File: config.mk
export PLATFORM = sky130hd
export DESIGN_NAME = adc_rx_top
export DESIGN_NICKNAME = d
export VERILOG_FILES = /design/src/common/adc_rx_pkg.sv /design/src/lane_deser.sv /design/src/frame_align.sv /design/src/sample_pack.sv /design/src/adc_csr.sv /design/src/adc_rx_top.sv
export VERILOG_INCLUDE_DIRS = /design/src /design/src/common
export SDC_FILE = /design/constraint.sdc
export NUM_CORES = 1
export LEC_CHECK = 0
export BUFFER_PORTS_ARGS = -buffer_cell sky130_fd_sc_hd__buf_4
export CELL_PAD_IN_SITES_DETAIL_PLACEMENT = 2
export CELL_PAD_IN_SITES_GLOBAL_PLACEMENT = 2
export CORE_MARGIN = 2
export CORE_UTILIZATION = 39
export CTS_CLUSTER_DIAMETER = 50
export DETAILED_ROUTE_END_ITERATION = 10
export GPL_ROUTABILITY_DRIVEN = 0
export HOLD_SLACK_MARGIN = 0.1
export MAX_ROUTING_LAYER = met4
export PLACE_DENSITY_LB_ADDON = 0.1
export SLEW_MARGIN = 25
export SYNTH_ARGS = -nofsm -noshare
export SYNTH_HDL_FRONTEND = slang
export SYNTH_HIERARCHICAL = 1
export SYNTH_SLANG_ARGS = --single-unit
File: constraint.sdc
create_clock -name clk_div -period 3.47 [get_ports clk_div]
set_clock_uncertainty 0.05 [all_clocks]
set_input_delay 0.694 -clock clk_div [delete_from_list [all_inputs] [get_ports clk_div]]
set_output_delay 0.694 -clock clk_div [all_outputs]
set_load 0.02 [all_outputs]
File: src/common/adc_rx_settings.svh
`ifndef ADC_RX_SETTINGS_SVH
`define ADC_RX_SETTINGS_SVH

// converter geometry, two data lanes per channel
`define ADC_LANES 8
`define ADC_CHANNELS 4

// serial bits per lane per frame period
`define ADC_WORD_BITS 8

// frame lane high for the first half of the word
`define ADC_FRAME_PATTERN 8'hF0

// matching frame words needed before lock
`define ADC_LOCK_COUNT 4

// words skipped after each bitslip
`define ADC_SLIP_WAIT 2

// register block, 0x0 to 0xC
`define ADC_AXI_ADDR_BITS 4

`endif

File: src/common/adc_rx_pkg.sv
package adc_rx_pkg;

`include "adc_rx_settings.svh"

	// one deserialized lane word
	typedef logic [`ADC_WORD_BITS-1:0] lane_word_t;

	// per-lane bit, bit i is lane i
	typedef logic [`ADC_LANES-1:0] lane_mask_t;

	// one channel sample, both lanes interleaved
	typedef logic [2*`ADC_WORD_BITS-1:0] adc_sample_t;

	// slips issued, saturates
	typedef logic [7:0] slip_count_t;

	// deserializer output, frame word rides along for alignment
	typedef struct packed {
		lane_word_t [`ADC_LANES-1:0] lanes;
		lane_word_t frame;
		logic valid;
	} deser_words_t;

	// data words after the frame check
	typedef struct packed {
		lane_word_t [`ADC_LANES-1:0] lanes;
		logic valid;
		logic locked;
	} aligned_words_t;

	// index c holds channel c
	typedef struct packed {
		adc_sample_t [`ADC_CHANNELS-1:0] sample;
		logic valid;
	} sample_set_t;

	// word boundary search
	typedef enum logic [1:0] {
		SEARCH,
		WAIT,
		LOCKED
	} align_state_t;

endpackage

File: src/lane_deser.sv
`timescale 1ns/1ps

`include "adc_rx_settings.svh"

module lane_deser (
	input logic clk_div,
	input logic rst_n,
	input adc_rx_pkg::lane_mask_t lane_in,
	input logic frame_in,
	input logic slip,
	output adc_rx_pkg::deser_words_t words
);

	import adc_rx_pkg::*;

	// one shift register per data lane plus the frame lane
	lane_word_t lane_sr [`ADC_LANES];
	lane_word_t frame_sr;

	// bit position inside the current word
	logic [2:0] phase;
	logic emit;
	logic valid_q;

	// newest bit enters at the lsb, so the oldest ends up as msb
	always_ff @(posedge clk_div) begin
		for (int i = 0; i < `ADC_LANES; i++) begin
			lane_sr[i] <= {lane_sr[i][`ADC_WORD_BITS-2:0], lane_in[i]};
		end
		frame_sr <= {frame_sr[`ADC_WORD_BITS-2:0], frame_in};
	end

	// word complete once this cycle's bit goes in
	// a slip cycle stalls the count, boundary moves one bit later
	assign emit = (phase == 3'(`ADC_WORD_BITS - 1)) && !slip;

	always_ff @(posedge clk_div) begin
		if (!rst_n) begin
			phase <= '0;
			valid_q <= 1'b0;
		end else begin
			if (!slip) begin
				phase <= phase + 3'd1;
			end
			valid_q <= emit;
		end
	end

	// shift registers hold the finished word during the valid cycle
	always_comb begin
		for (int i = 0; i < `ADC_LANES; i++) begin
			words.lanes[i] = lane_sr[i];
		end
		words.frame = frame_sr;
		words.valid = valid_q;
	end

endmodule

File: src/frame_align.sv
`timescale 1ns/1ps

`include "adc_rx_settings.svh"

module frame_align (
	input logic clk_div,
	input logic rst_n,
	input adc_rx_pkg::deser_words_t words,
	input logic align_en,
	input logic manual_slip,
	output logic slip,
	output adc_rx_pkg::aligned_words_t aligned,
	output adc_rx_pkg::slip_count_t slip_count,
	output adc_rx_pkg::lane_word_t last_frame
);

	import adc_rx_pkg::*;

	align_state_t state, state_nx;
	logic [2:0] match_cnt, match_nx;
	logic [1:0] wait_cnt, wait_nx;
	logic frame_ok;
	logic auto_slip;
	logic slip_nx;
	lane_word_t [`ADC_LANES-1:0] lanes_q;
	logic valid_q;

	assign frame_ok = (words.frame == lane_word_t'(`ADC_FRAME_PATTERN));

	always_comb begin
		state_nx = state;
		match_nx = match_cnt;
		wait_nx = wait_cnt;
		auto_slip = 1'b0;
		if (words.valid) begin
			case (state)
				SEARCH: begin
					if (frame_ok) begin
						match_nx = match_cnt + 3'd1;
						if (match_cnt == 3'(`ADC_LOCK_COUNT - 1)) begin
							state_nx = LOCKED;
						end
					end else begin
						// count restarts, slip only when auto mode is on
						match_nx = '0;
						auto_slip = align_en;
					end
				end
				WAIT: begin
					wait_nx = wait_cnt + 2'd1;
					if (wait_cnt == 2'(`ADC_SLIP_WAIT - 1)) begin
						state_nx = SEARCH;
						wait_nx = '0;
					end
				end
				LOCKED: begin
					// drop lock, this word is not slipped
					if (!frame_ok) begin
						state_nx = SEARCH;
						match_nx = '0;
					end
				end
				default: state_nx = SEARCH;
			endcase
		end
		// manual requests share the pulse, never two cycles in a row
		slip_nx = (auto_slip | manual_slip) & ~slip;
		if (slip_nx) begin
			state_nx = WAIT;
			match_nx = '0;
			wait_nx = '0;
		end
	end

	always_ff @(posedge clk_div) begin
		if (!rst_n) begin
			state <= SEARCH;
			match_cnt <= '0;
			wait_cnt <= '0;
			slip <= 1'b0;
			valid_q <= 1'b0;
			slip_count <= '0;
			last_frame <= '0;
		end else begin
			state <= state_nx;
			match_cnt <= match_nx;
			wait_cnt <= wait_nx;
			slip <= slip_nx;
			valid_q <= words.valid;
			// saturating count of every pulse issued
			if (slip_nx && slip_count != '1) begin
				slip_count <= slip_count + 8'd1;
			end
			if (words.valid) begin
				last_frame <= words.frame;
			end
		end
	end

	always_ff @(posedge clk_div) begin
		lanes_q <= words.lanes;
	end

	// locked is the state just entered, so the word that breaks lock goes out unlocked
	assign aligned = '{lanes: lanes_q, valid: valid_q, locked: (state == LOCKED)};

endmodule

File: src/sample_pack.sv
`timescale 1ns/1ps

`include "adc_rx_settings.svh"

module sample_pack (
	input logic clk_div,
	input logic rst_n,
	input adc_rx_pkg::aligned_words_t aligned,
	input adc_rx_pkg::lane_mask_t flip_mask,
	output adc_rx_pkg::sample_set_t samples
);

	import adc_rx_pkg::*;

	lane_word_t [`ADC_LANES-1:0] fixed;
	adc_sample_t [`ADC_CHANNELS-1:0] packed_d;
	adc_sample_t [`ADC_CHANNELS-1:0] sample_q;
	logic valid_q;

	// undo board level polarity swaps
	always_comb begin
		for (int i = 0; i < `ADC_LANES; i++) begin
			fixed[i] = aligned.lanes[i] ^ {`ADC_WORD_BITS{flip_mask[i]}};
		end
	end

	// lane 2c carries even sample bits, lane 2c+1 the odd ones
	always_comb begin
		for (int c = 0; c < `ADC_CHANNELS; c++) begin
			for (int k = 0; k < `ADC_WORD_BITS; k++) begin
				packed_d[c][2*k+1] = fixed[2*c+1][k];
				packed_d[c][2*k] = fixed[2*c][k];
			end
		end
	end

	always_ff @(posedge clk_div) begin
		if (!rst_n) begin
			valid_q <= 1'b0;
		end else begin
			// nothing leaves before the frame has locked
			valid_q <= aligned.valid & aligned.locked;
		end
	end

	always_ff @(posedge clk_div) begin
		sample_q <= packed_d;
	end

	assign samples = '{sample: sample_q, valid: valid_q};

endmodule

File: src/adc_csr.sv
`timescale 1ns/1ps

`include "adc_rx_settings.svh"

module adc_csr (
	input logic clk_div,
	input logic rst_n,
	// write address and data
	input logic [`ADC_AXI_ADDR_BITS-1:0] s_awaddr,
	input logic s_awvalid,
	output logic s_awready,
	input logic [31:0] s_wdata,
	input logic [3:0] s_wstrb,
	input logic s_wvalid,
	output logic s_wready,
	// write response
	output logic [1:0] s_bresp,
	output logic s_bvalid,
	input logic s_bready,
	// read
	input logic [`ADC_AXI_ADDR_BITS-1:0] s_araddr,
	input logic s_arvalid,
	output logic s_arready,
	output logic [31:0] s_rdata,
	output logic [1:0] s_rresp,
	output logic s_rvalid,
	input logic s_rready,
	// alignment control and status
	output logic align_en,
	output logic manual_slip,
	output adc_rx_pkg::lane_mask_t flip_mask,
	input logic locked,
	input adc_rx_pkg::slip_count_t slip_count,
	input adc_rx_pkg::lane_word_t last_frame
);

	logic wr_hs;
	logic rd_hs;
	logic wr_map;
	logic rd_map;
	logic [31:0] rd_word;

	// aw and w taken together, only while no response waits
	assign s_awready = s_awvalid & s_wvalid & ~s_bvalid;
	assign s_wready = s_awready;
	assign wr_hs = s_awready;

	assign s_arready = ~s_rvalid;
	assign rd_hs = s_arvalid & s_arready;

	// registers sit on word addresses
	assign wr_map = (s_awaddr[1:0] == 2'b00);

	always_comb begin
		rd_map = 1'b1;
		case (s_araddr)
			'h0: rd_word = {30'b0, 1'b0, align_en};
			'h4: rd_word = {24'b0, flip_mask};
			'h8: rd_word = {16'b0, slip_count, 7'b0, locked};
			'hC: rd_word = {24'b0, last_frame};
			default: begin
				rd_word = '0;
				rd_map = 1'b0;
			end
		endcase
	end

	always_ff @(posedge clk_div) begin
		if (!rst_n) begin
			align_en <= 1'b1;
			manual_slip <= 1'b0;
			flip_mask <= '0;
		end else begin
			// slip request is a single cycle pulse
			manual_slip <= 1'b0;
			if (wr_hs && wr_map && s_wstrb[0]) begin
				case (s_awaddr)
					'h0: begin
						align_en <= s_wdata[0];
						manual_slip <= s_wdata[1];
					end
					'h4: flip_mask <= s_wdata[7:0];
					default: ;
				endcase
			end
		end
	end

	// responses hold until taken
	always_ff @(posedge clk_div) begin
		if (!rst_n) begin
			s_bvalid <= 1'b0;
			s_rvalid <= 1'b0;
		end else begin
			if (wr_hs) begin
				s_bvalid <= 1'b1;
			end else if (s_bready) begin
				s_bvalid <= 1'b0;
			end
			if (rd_hs) begin
				s_rvalid <= 1'b1;
			end else if (s_rready) begin
				s_rvalid <= 1'b0;
			end
		end
	end

	// okay or slverr, data frozen while rvalid is up
	always_ff @(posedge clk_div) begin
		if (wr_hs) begin
			s_bresp <= wr_map ? 2'b00 : 2'b10;
		end
		if (rd_hs) begin
			s_rdata <= rd_word;
			s_rresp <= rd_map ? 2'b00 : 2'b10;
		end
	end

endmodule

File: src/adc_rx_top.sv
`timescale 1ns/1ps

`include "adc_rx_settings.svh"

module adc_rx_top (
	input logic clk_div,
	input logic rst_n,
	input adc_rx_pkg::lane_mask_t lane_in,
	input logic frame_in,
	input logic [`ADC_AXI_ADDR_BITS-1:0] s_awaddr,
	input logic s_awvalid,
	output logic s_awready,
	input logic [31:0] s_wdata,
	input logic [3:0] s_wstrb,
	input logic s_wvalid,
	output logic s_wready,
	output logic [1:0] s_bresp,
	output logic s_bvalid,
	input logic s_bready,
	input logic [`ADC_AXI_ADDR_BITS-1:0] s_araddr,
	input logic s_arvalid,
	output logic s_arready,
	output logic [31:0] s_rdata,
	output logic [1:0] s_rresp,
	output logic s_rvalid,
	input logic s_rready,
	output adc_rx_pkg::sample_set_t samples
);

	import adc_rx_pkg::*;

	deser_words_t deser;
	aligned_words_t aligned;
	logic slip;
	logic align_en;
	logic manual_slip;
	lane_mask_t flip_mask;
	slip_count_t slip_count;
	lane_word_t last_frame;

	// bits in, words every eight cycles
	lane_deser u_deser (
		.clk_div(clk_div),
		.rst_n(rst_n),
		.lane_in(lane_in),
		.frame_in(frame_in),
		.slip(slip),
		.words(deser)
	);

	// slip feeds back into the deserializer phase
	frame_align u_align (
		.clk_div(clk_div),
		.rst_n(rst_n),
		.words(deser),
		.align_en(align_en),
		.manual_slip(manual_slip),
		.slip(slip),
		.aligned(aligned),
		.slip_count(slip_count),
		.last_frame(last_frame)
	);

	sample_pack u_pack (
		.clk_div(clk_div),
		.rst_n(rst_n),
		.aligned(aligned),
		.flip_mask(flip_mask),
		.samples(samples)
	);

	// locked comes straight off the aligned word struct
	adc_csr u_csr (
		.clk_div(clk_div),
		.rst_n(rst_n),
		.s_awaddr(s_awaddr),
		.s_awvalid(s_awvalid),
		.s_awready(s_awready),
		.s_wdata(s_wdata),
		.s_wstrb(s_wstrb),
		.s_wvalid(s_wvalid),
		.s_wready(s_wready),
		.s_bresp(s_bresp),
		.s_bvalid(s_bvalid),
		.s_bready(s_bready),
		.s_araddr(s_araddr),
		.s_arvalid(s_arvalid),
		.s_arready(s_arready),
		.s_rdata(s_rdata),
		.s_rresp(s_rresp),
		.s_rvalid(s_rvalid),
		.s_rready(s_rready),
		.align_en(align_en),
		.manual_slip(manual_slip),
		.flip_mask(flip_mask),
		.locked(aligned.locked),
		.slip_count(slip_count),
		.last_frame(last_frame)
	);

endmodule

==> run summary, run 1 <==
Outcome - completed
Share of the synthesized area in the top cell type - 65.4%
CTS buffer count - 29
Slew HR - 53.7%
Residual DRC - 0
FFs w/ async S/R, synth - 0%
Fin crit period - 2290 ps
Power Density - 693 nW/um^2
NetSw - 1.41 mW
Reg2Reg Capture Point - u_align/state[1]
Clock Power Share - 45.8%
Flop pwr share - 49.8%
WHS - 212 ps
Fin Setup TNS - 0 ps
Synth cell count leaders - dfxtp_1 (242), xor2_1 (64), nand2_1 (28)
Number of global-route vias before repair - 4,466
Grt ovf - 0
CTS tree - built
Combinational group share of total power - 4.4%
Synthesized cell area - 7410 um^2
Main synth FF type - dfxtp_1
RSZ-0062 raised after global routing - no
Layout Utilization - 50.1%
Distinct cells, synth - 47
Nets - 727
FF-to-FF setup slack - 1530 ps
Wire length per cell - 15.8 um
Endpoint class of the critical path - output port
DR iter-0 viols - 106
Worst setup SP type - flop
Post-CTS setup buffers - 0
Max-Cap Viols - 0
Clock latency on the worst-skew pair - 530 ps
Critical Path Fanout Max - 6
CORE AREA - 18,600 um^2
Synth area leaders - dfxtp_1 (65%), xor2_1 (7.6%), edfxtp_1 (7.3%)
CTS-repair resized insts - 0
Synth Register Bits - 260
Largest net degree at the start of global routing - 46
Fmax - 0.437 GHz
Core Rows - 50
Clk root buf - clkbuf_16
First-pass GRT wire length - 23,300 um
Worst Hold End - u_deser/lane_sr[1][0]
Worst Max-Slew Pin Slew - 693 ps
Min-Delay Path Depth - 1
Layout cells sized above 1 - 26.7%
Reg2reg path depth - 5
H-tree depth - 1
Antenna diodes - 0
I/O Buffers - 120
Clock buffer depth - 3
Total global-route track usage - 15.1%
Avg Cell Area, Syn - 14.0 um^2
Setup Crit Path Kind - flop to output port
Sink Count - 260
Area growth from synthesis to layout - 26.0%
Internal - 5.06 mW
Leakage - 4.11 nW
TritonRoute pass-1 iters - 3
Synth warn - 6
WL final - 14,500 um
WP data arrival - 1550 ps
Final number of hold-violating endpoints - 0
Final Max Slew Viols - 0
Reg2Reg Launch Point - u_deser/frame_sr[0]
Worst min-delay path class - input port to flop
DR vias/cell - 4.39
Die Wd - 142 um
Die ar. - 20,100 um^2
Finish-stage setup viols - 0
Hpwl dp - 9560 um
Leading area contributor after synthesis - dfxtp_1
Post-Syn Instances - 531
VDD IR max - 0.398 mV
Initial antenna violation count - 0
Register area share after synthesis - 72.7%
CTS Hold Buffers Added - 0
Fin crit share - 66.0%
Filler cells - 1,812
Number of synthesized flops with an enable pin - 18
Routed via count - 4,022
Reg clk slew, reported paths - 60 ps
I/O pins - 166
Worst EP required - 2730 ps
Hold_sp - lane_in[4]
Die Span Y - 142 um
Count leader, synth - dfxtp_1
Initial Util - 39.7%
Sw frac - 21.9%
Post-route ant nets - 0
power by group through the flow:
stage | Sequential, mW | Clock, mW | Combinational [mW]
3_3_place_gp | 3.28 | 0 | 0.280
3_5_place_dp | 3.29 | 0 | 0.286
5_1_grt | 3.24 | 3.20 | 0.305
4_1_cts | 3.23 | 3.06 | 0.289
6_report | 3.22 | 2.97 | 0.285
2_1_floorplan | 3.34 | 0 | 0.0975
sequential cells by signal (all words and copies together) (netlist names), 2 cells and up:
signal,count
u_align/slip_count,8
u_align/match_cnt,3
u_align/last_frame,8
u_pack/samples,64
u_deser/frame_sr,8
u_deser/phase,3
u_align/aligned,64
u_align/state,2
u_align/wait_cnt,2
u_deser/lane_sr,64
u_csr/s_rdata,16
u_csr/flip_mask,8
layout by cell type, fill, tap and decap left out, types with 3 or more instances in the layout:
master	netlist	routed
and2_1	13	13
buf_4	22	121
clkbuf_1	4	4
clkbuf_16	0	32
clkinv_2	0	5
clkinvlp_4	0	3
conb_1	1	18
dfxtp_1	242	242
edfxtp_1	18	18
ha_1	5	5
inv_1	6	6
mux2i_1	25	25
nand2_1	28	28
nand3_1	5	5
nand4_1	3	3
nor2_1	17	17
nor2b_1	15	14
nor3_1	3	3
nor4_1	3	3
o21a_1	7	7
o21ai_0	3	3
o31a_2	3	3
xnor2_1	4	4
xor2_1	64	64
cell type report:
cell class / instances / area, um^2 / area share [%]
clock buffer: 37 / 830 / 8.88
clock inverter: 14 / 121 / 1.30
inverter: 7 / 40.0 / 0.429
multi-input combinational: 243 / 1760 / 18.9
sequential: 260 / 5390 / 57.7
tap: 234 / 293 / 3.14
timing repair buffer: 121 / 908 / 9.73
critical path, stage by stage (launching register included):
cell and delay (ps):
dfxtp_1 330, nand3b_2 320, inv_1 190, buf_4 170
per-stage QoR:
step           cell area (um^2)  worst slack [ps]  std cells  power, mW
5_1_grt                    9340              1090        916       6.75
6_report                   9340              1180        916       6.47
3_3_place_gp               8380              1280        865       3.56
2_1_floorplan              7470              1500        548       3.44
4_1_cts                    9330              1150        916       6.57
3_5_place_dp               8380              1220        865       3.58
routing by layer:
layer	part of all wire, %	vias to the layer above	GRT usage [%]
li1	-	1957	-
met1	41	1932	16.9
met2	52	110	26.7
met3	5.0	23	3.48
met4	2.0	0	4.95
met5	0	-	-
worst max-delay path by stage:
stage,slack (ps),to,startpoint,cells past startpoint
floorplan,1500,s_wready,s_awvalid,3
global placement,1280,u_csr/flip_mask[3],s_awaddr[1],4
detailed placement,1220,u_csr/flip_mask[3],s_awaddr[1],4
CTS,1150,s_awready,u_csr/s_bvalid,3
global route,1090,s_awready,u_csr/s_bvalid,3
finish,1180,s_awready,u_csr/s_bvalid,3
cell families after synthesis:
| logic type | share of synthesized area, % |
|---|---|
| AO/OA/AOI/OAI | 2.82 |
| XOR/XNOR | 8.04 |
| adder cells (fa/ha/maj) | 0.844 |
| buffers and inverters | 4.51 |
| flip-flops | 72.7 |
| multiplexers | 3.68 |
| other | 0.0506 |
| AND/OR/NAND/NOR | 7.38 |
No activity file was read; power rests on OpenSTA's default activity.
==> run 2: changes to the inputs <==
CORE_UTILIZATION = 33   (was 39)
clock period = 2 ns   (was 3.47 ns; I/O delays follow)
==> run 2 against run 1 <==
Effect of this change:
- first-iteration DRC count up 33%
- register-to-register slack got worse by 1400 ps
- global-route usage decreased by 1.9 points
- sequential power grew 74%
- core utilization decreased by 5.4 points
- critical path depth rose by 3
- critical endpoint is now u_align/slip_count[6]
- largest power group unchanged
==> run summary, run 2 (same netlist as run 1, synthesis figures left out) <==
Outcome - completed (unchanged)
RSZ-0062 raised after global routing - no (unchanged)
Fmax - 0.540 GHz
I/O pins - 166 (unchanged)
Max-Cap Viols - 0 (unchanged)
Layout cells sized above 1 - 26.9% (was 26.7%)
Met1 WL - 6210 um (was 5960 um)
Total global-route track usage - 13.2% (was 15.1%)
Worst EP required - 2380 ps (was 2730 ps)
Clk root buf - clkbuf_16 (unchanged)
Die ar. - 23,700 um^2 (was 20,100 um^2)
Antenna diodes - 0 (unchanged)
Wire length per cell - 15.3 um (was 15.8 um)
WP data arrival - 2230 ps (was 1550 ps)
Cell area after layout - 9810 um^2 (was 9340 um^2)
H-tree depth - 1 (unchanged)
Fin crit share - 92.6%
Slew HR - 60.6% (was 53.7%)
I/O Buffers - 120 (unchanged)
Clock buffer depth - 3 (unchanged)
DR iter-0 viols - 141 (was 106)
Worst min-delay path class - input port to flop (unchanged)
Initial Util - 33.7% (was 39.7%)
DR top layer - met4 (unchanged)
Nets - 762 (was 727)
Die Wd - 154 um (was 142 um)
Finish-stage setup viols - 0 (unchanged)
DR vias/cell - 4.19 (was 4.39)
WL final - 15,200 um (was 14,500 um)
CTS tree - built (unchanged)
Core Rows - 54 (was 50)
Largest net degree at the start of global routing - 22 (was 46)
CTS buffer count - 30 (was 29)
Buf/Inv on CP - 1 (was 2)
Die Span Y - 154 um (was 142 um)
Fin Setup TNS - 0 ps (unchanged)
Post-DP Area - 8510 um^2 (was 8380 um^2)
Number of global-route vias before repair - 4,558 (was 4,466)
Sink Count - 260 (unchanged)
Max stage delay cell, worst path - or4_4 (was dfxtp_1)
Filler cells - 2,148 (was 1,812)
TritonRoute pass-1 iters - 4 (was 3)
First-pass GRT wire length - 24,200 um (was 23,300 um)
Met2 WL post-DR - 7740 um (was 7490 um)
VDD IR max - 0.599 mV (was 0.398 mV)
Worst setup SP type - flop (unchanged)
Register Area - 5390 um^2 (unchanged)
Most frequent cells in the layout - dfxtp_1 (242), buf_4 (130), xor2_1 (64) (was dfxtp_1 (242), buf_4 (121), xor2_1 (64))
Critical Path Fanout Max - 13 (was 6)
Max incr delay on CP - 570 ps (was 330 ps)
Leakage - 4.31 nW (was 4.11 nW)
Endpoint class of the critical path - flop (was output port)
Reg clk slew, reported paths - 60 ps (about the same)
Setup Crit Path Kind - flop to flop (was flop to output port)
Worst Max-Slew Pin Slew - 590 ps (was 693 ps)
Area growth from synthesis to layout - 32.3% (was 26.0%)
Final Max Slew Viols - 0 (unchanged)
Routed via count - 4,184 (was 4,022)
Area of the multi-input gates - 1770 um^2 (was 1760 um^2)
CORE AREA - 22,000 um^2 (was 18,600 um^2)
Post-route ant nets - 0 (unchanged)
Initial antenna violation count - 0 (unchanged)
Clock latency on the worst-skew pair - 540 ps (was 530 ps)
Delay-heaviest family, CP - simple AND/OR/NAND/NOR gates (was buffers and inverters)
Met3 Wirelength - 866 um (was 719 um)
Hpwl dp - 10,100 um (was 9560 um)
Fin crit period - 1850 ps
Commonest non-fill, non-tap cell in the layout - dfxtp_1 (unchanged)
Power Density - 1180 nW/um^2 (was 693 nW/um^2)
CP cell instances - or4_4 -> o211a_4 -> o21ai_4 -> buf_12 -> nor4_1 -> o21a_1 (was nand3b_2 -> inv_1 -> buf_4)
Final number of hold-violating endpoints - 0 (unchanged)
Grt ovf - 0 (unchanged)
Residual DRC - 0 (unchanged)
run 2: changes by cell type in the layout (fill, tap and decap cells not counted), sizes merged:
cell         previous run  this run
clkinv                  6         4
dlygate4sd3             0        24
clkinvlp                3         1
inv                    10         8
buf                   121       131
clkbuf                 37        44
bufinv                  2         3
run 2: worst register-to-register path: stages (launching register included):
cell,delay (ps)
dfxtp_1,330
or4_4,570
o211a_4,280
o21ai_4,140
buf_12,150
nor4_1,50
o21a_1,170
run 2: worst paths after layout:
check	slack (ps)	from	endpoint	cells after the start
hold reg to reg	280	u_deser/lane_sr[0][23]	u_align/aligned[25]	0
setup / recovery	150	u_deser/frame_sr[0]	u_align/slip_count[6]	6
setup reg to reg	150	u_deser/frame_sr[0]	u_align/slip_count[6]	6
hold / removal	130	s_araddr[0]	u_csr/s_rresp[1]	3
run 2: metal layers:
| metal | vias to the layer above | GRT usage (%) |
|---|---|---|
| li1 | 2012 | - |
| met1 | 2024 | 14.8 |
| met2 | 114 | 22.7 |
| met3 | 34 | 3.49 |
| met4 | 0 | 4.98 |
| met5 | - | - |
run 2: final cells by class:
type	instances	area share [%]
sequential	260	54.9
multi-input combinational	243	18.0
timing repair buffer	155	12.6
clock buffer	44	9.24
tap	280	3.57
clock inverter	9	1.22
inverter	7	0.408
run 2: report_power, final:
group | switching, mW | internal [mW]
combinational | 0.294 | 0.251
clock | 2.07 | 3.39
sequential | 0.103 | 5.49
total | 2.46 | 9.13
run 2: through the flow:
stage,instances,utilization [%],power (mW),setup slack [ps],hold WS [ps]
floorplan,548,-,5.96,223,260
global placement,920,38.7,6.19,97.0,260
detailed placement,920,38.7,6.21,62.6,264
CTS,997,44.5,11.8,7.95,106
global route,998,44.7,12.1,60.2,147
finish,998,44.7,11.6,149,132
run 2: repair_timing:
action / in CTS / in global routing
gates resized for setup: 0 / 3
endpoints found under the hold margin: 22 / 0
hold buffers: 24 / 0
setup buffers: 0 / 1
setup endpoints to repair: 0 / 10
==> run 3: changes to the inputs <==
PLACE_DENSITY = 0.87   (was default)
PLACE_DENSITY_LB_ADDON = default   (was 0.1)
==> run 3 against run 2 <==
Effect of this change:
- critical path depth down 2
- design area down 1.4%
- hold slack better by 5.6 ps
- register-to-register slack worse by 80 ps
- largest cell class unchanged
==> run summary, run 3 (same netlist as run 1, synthesis figures left out) <==
Fin Setup TNS - 0 ps (unchanged)
Worst min-delay path class - input port to flop (unchanged)
Wire length per cell - 17.2 um (was 15.3 um)
Reg2reg path depth - 4 (was 6)
VDD IR max - 0.970 mV (was 0.599 mV)
Post-CTS setup buffers - 0 (unchanged)
Hold_sp - s_wdata[1] (was s_araddr[0])
H-tree depth - 1 (unchanged)
CTS tree - built (unchanged)
Grt ovf - 0 (unchanged)
Slew HR - 59.5% (was 60.6%)
Number of global-route vias before repair - 4,741 (was 4,558)
Final Max Slew Viols - 0 (unchanged)
Final number of hold-violating endpoints - 0 (unchanged)
Antenna diodes - 0 (unchanged)
Endpoint class of the critical path - flop (unchanged)
Residual DRC - 0 (unchanged)
Area growth from synthesis to layout - 30.5% (was 32.3%)
Finish-stage setup viols - 0 (unchanged)
Worst Max-Slew Pin Slew - 603 ps (was 590 ps)
Worst EP required - 2400 ps (was 2380 ps)
Dpl cells - 916 (was 920)
Sink Count - 260 (unchanged)
I/O pins - 166 (unchanged)
Delay-heaviest family, CP - simple AND/OR/NAND/NOR gates (unchanged)
TritonRoute pass-1 iters - 4 (unchanged)
Core Rows - 54 (unchanged)
CORE AREA - 22,000 um^2 (unchanged)
Initial antenna violation count - 0 (unchanged)
Worst setup SP type - flop (unchanged)
Fin crit period - 1930 ps (was 1850 ps)
Fin cells - 989 (was 998)
Reg2Reg Launch Point - u_deser/frame_sr[0] (unchanged)
Routed via count - 4,205 (was 4,184)
Max stage delay cell, worst path - or4_4 (unchanged)
Max-Cap Viols - 0 (unchanged)
Max incr delay on CP - 570 ps (about the same)
Clock buffer depth - 3 (unchanged)
Critical Path Fanout Max - 4 (was 13)
Reg clk slew, reported paths - 60 ps (about the same)
Worst Hold End - u_csr/flip_mask[1] (was u_csr/s_rresp[1])
Filler cells - 2,151 (was 2,148)
Largest net degree at the start of global routing - 46 (was 22)
Commonest non-fill, non-tap cell in the layout - dfxtp_1 (unchanged)
Layout cells sized above 1 - 26.2% (was 26.9%)
Fin crit share - 96.5% (was 92.6%)
First-pass GRT wire length - 26,400 um (was 24,200 um)
Min-Delay Path Depth - 3 (unchanged)
FF-to-FF setup slack - 70 ps (was 150 ps)
DR iter-0 viols - 110 (was 141)
Clk root buf - clkbuf_16 (unchanged)
Leakage - 4.24 nW (was 4.31 nW)
I/O Buffers - 120 (unchanged)
Setup Crit Path Kind - flop to flop (unchanged)
CTS buffer count - 28 (was 30)
Power Density - 1160 nW/um^2 (was 1180 nW/um^2)
Hpwl dp - 10,500 um (was 10,100 um)
Total global-route track usage - 14.7% (was 13.2%)
Die Span Y - 154 um (unchanged)
Clock latency on the worst-skew pair - 530 ps (was 540 ps)
Die Wd - 154 um (unchanged)
Initial Util - 33.7% (unchanged)
Buf/Inv on CP - 0 (was 1)
WL final - 17,000 um (was 15,200 um)
RSZ-0062 raised after global routing - no (unchanged)
Post-route ant nets - 0 (unchanged)
CP cell instances - or4_4 -> o31ai_1 -> a2bb2oi_1 -> nor2_1 (was or4_4 -> o211a_4 -> o21ai_4 -> buf_12 -> nor4_1 -> o21a_1)
Most frequent cells in the layout - dfxtp_1 (242), buf_4 (125), xor2_1 (64) (was dfxtp_1 (242), buf_4 (130), xor2_1 (64))
DR vias/cell - 4.25 (was 4.19)
Die ar. - 23,700 um^2 (unchanged)
WP data arrival - 2330 ps (was 2230 ps)
Reg2Reg Capture Point - u_align/match_cnt[1] (was u_align/slip_count[6])
Fmax - 0.518 GHz (was 0.540 GHz)
Outcome - completed (unchanged)
Nets - 754 (was 762)
==> run 3: changes by cell type in the layout (fill, tap and decap cells not counted), sizes merged <==
| cell | before | now |
|---|---|---|
| buf | 131 | 126 |
| clkbuf | 44 | 40 |
| bufinv | 3 | 1 |
| clkinv | 4 | 6 |
| clkinvlp | 1 | 2 |
| dlygate4sd3 | 24 | 23 |
==> run 3: layout make-up <==
cell class	count	area, um^2	share of cell area (%)
Clock buffer	40	861	8.90
Tap cell	280	350	3.62
Timing Repair Buffer	149	1190	12.3
Sequential cell	260	5390	55.7
Inverter	7	40.0	0.414
Multi-Input combinational cell	243	1770	18.3
Clock inverter	10	77.6	0.802
==> run 3: per-stage QoR <==
stage | util [%] | hold slack, ps | worst slack [ps] | total power, mW | cell area [um^2]
3_3_place_gp | 38.7 | 260 | 116 | 6.18 | 8490
4_1_cts | 44.0 | 115 | 39.1 | 11.4 | 9660
5_1_grt | 44.0 | 148 | 12.1 | 11.7 | 9670
3_5_place_dp | 38.7 | 265 | 67.1 | 6.22 | 8490
2_1_floorplan | - | 260 | 223 | 5.96 | 7470
6_report | 44.0 | 138 | 70.6 | 11.2 | 9670
==> run 3: worst register-to-register path, delay by kind of cell, from the launching register on <==
| family | cells | cell delay [ps] |
|---|---|---|
| AND/OR/NAND/NOR | 2 | 740 |
| flip-flops | 1 | 320 |
| AO/OA/AOI/OAI | 2 | 740 |
==> run 3: power breakdown <==
part | leakage [nW] | internal (mW) | switching (mW)
clock network | 0.455 | 3.01 | 2.08
logic | 1.58 | 0.247 | 0.307
registers | 2.20 | 5.49 | 0.111
total | 4.24 | 8.75 | 2.49
==> run 3: how the worst max path moves through the flow <==
stage,to,cells after the start,startpoint,slack [ps]
6_report,u_align/match_cnt[1],4,u_deser/frame_sr[0],70
5_1_grt,u_align/slip_count[0],5,u_deser/frame_sr[0],10
4_1_cts,s_awready,3,u_csr/s_bvalid,40
3_5_place_dp,u_align/slip_count[5],5,u_deser/frame_sr[0],70
3_3_place_gp,u_align/slip_count[4],5,u_deser/frame_sr[0],120
2_1_floorplan,u_align/slip_count[4],6,u_deser/frame_sr[0],220
==> run 3: what timing repair did <==
item,in CTS,in global routing
endpoints found under the setup margin,0,8
hold endpoints to repair,21,0
gates resized for setup,0,2
hold buffers,23,0
==> run 3: layer usage <==
layer / wire length [um] / vias to the layer above / global-route usage [%]
met5: 0 / - / -
li1: - / 2013 / -
met2: 8850 / 134 / 26.6
met3: 1250 / 31 / 4.59
met4: 433 / 0 / 4.72
met1: 6460 / 2027 / 15.3
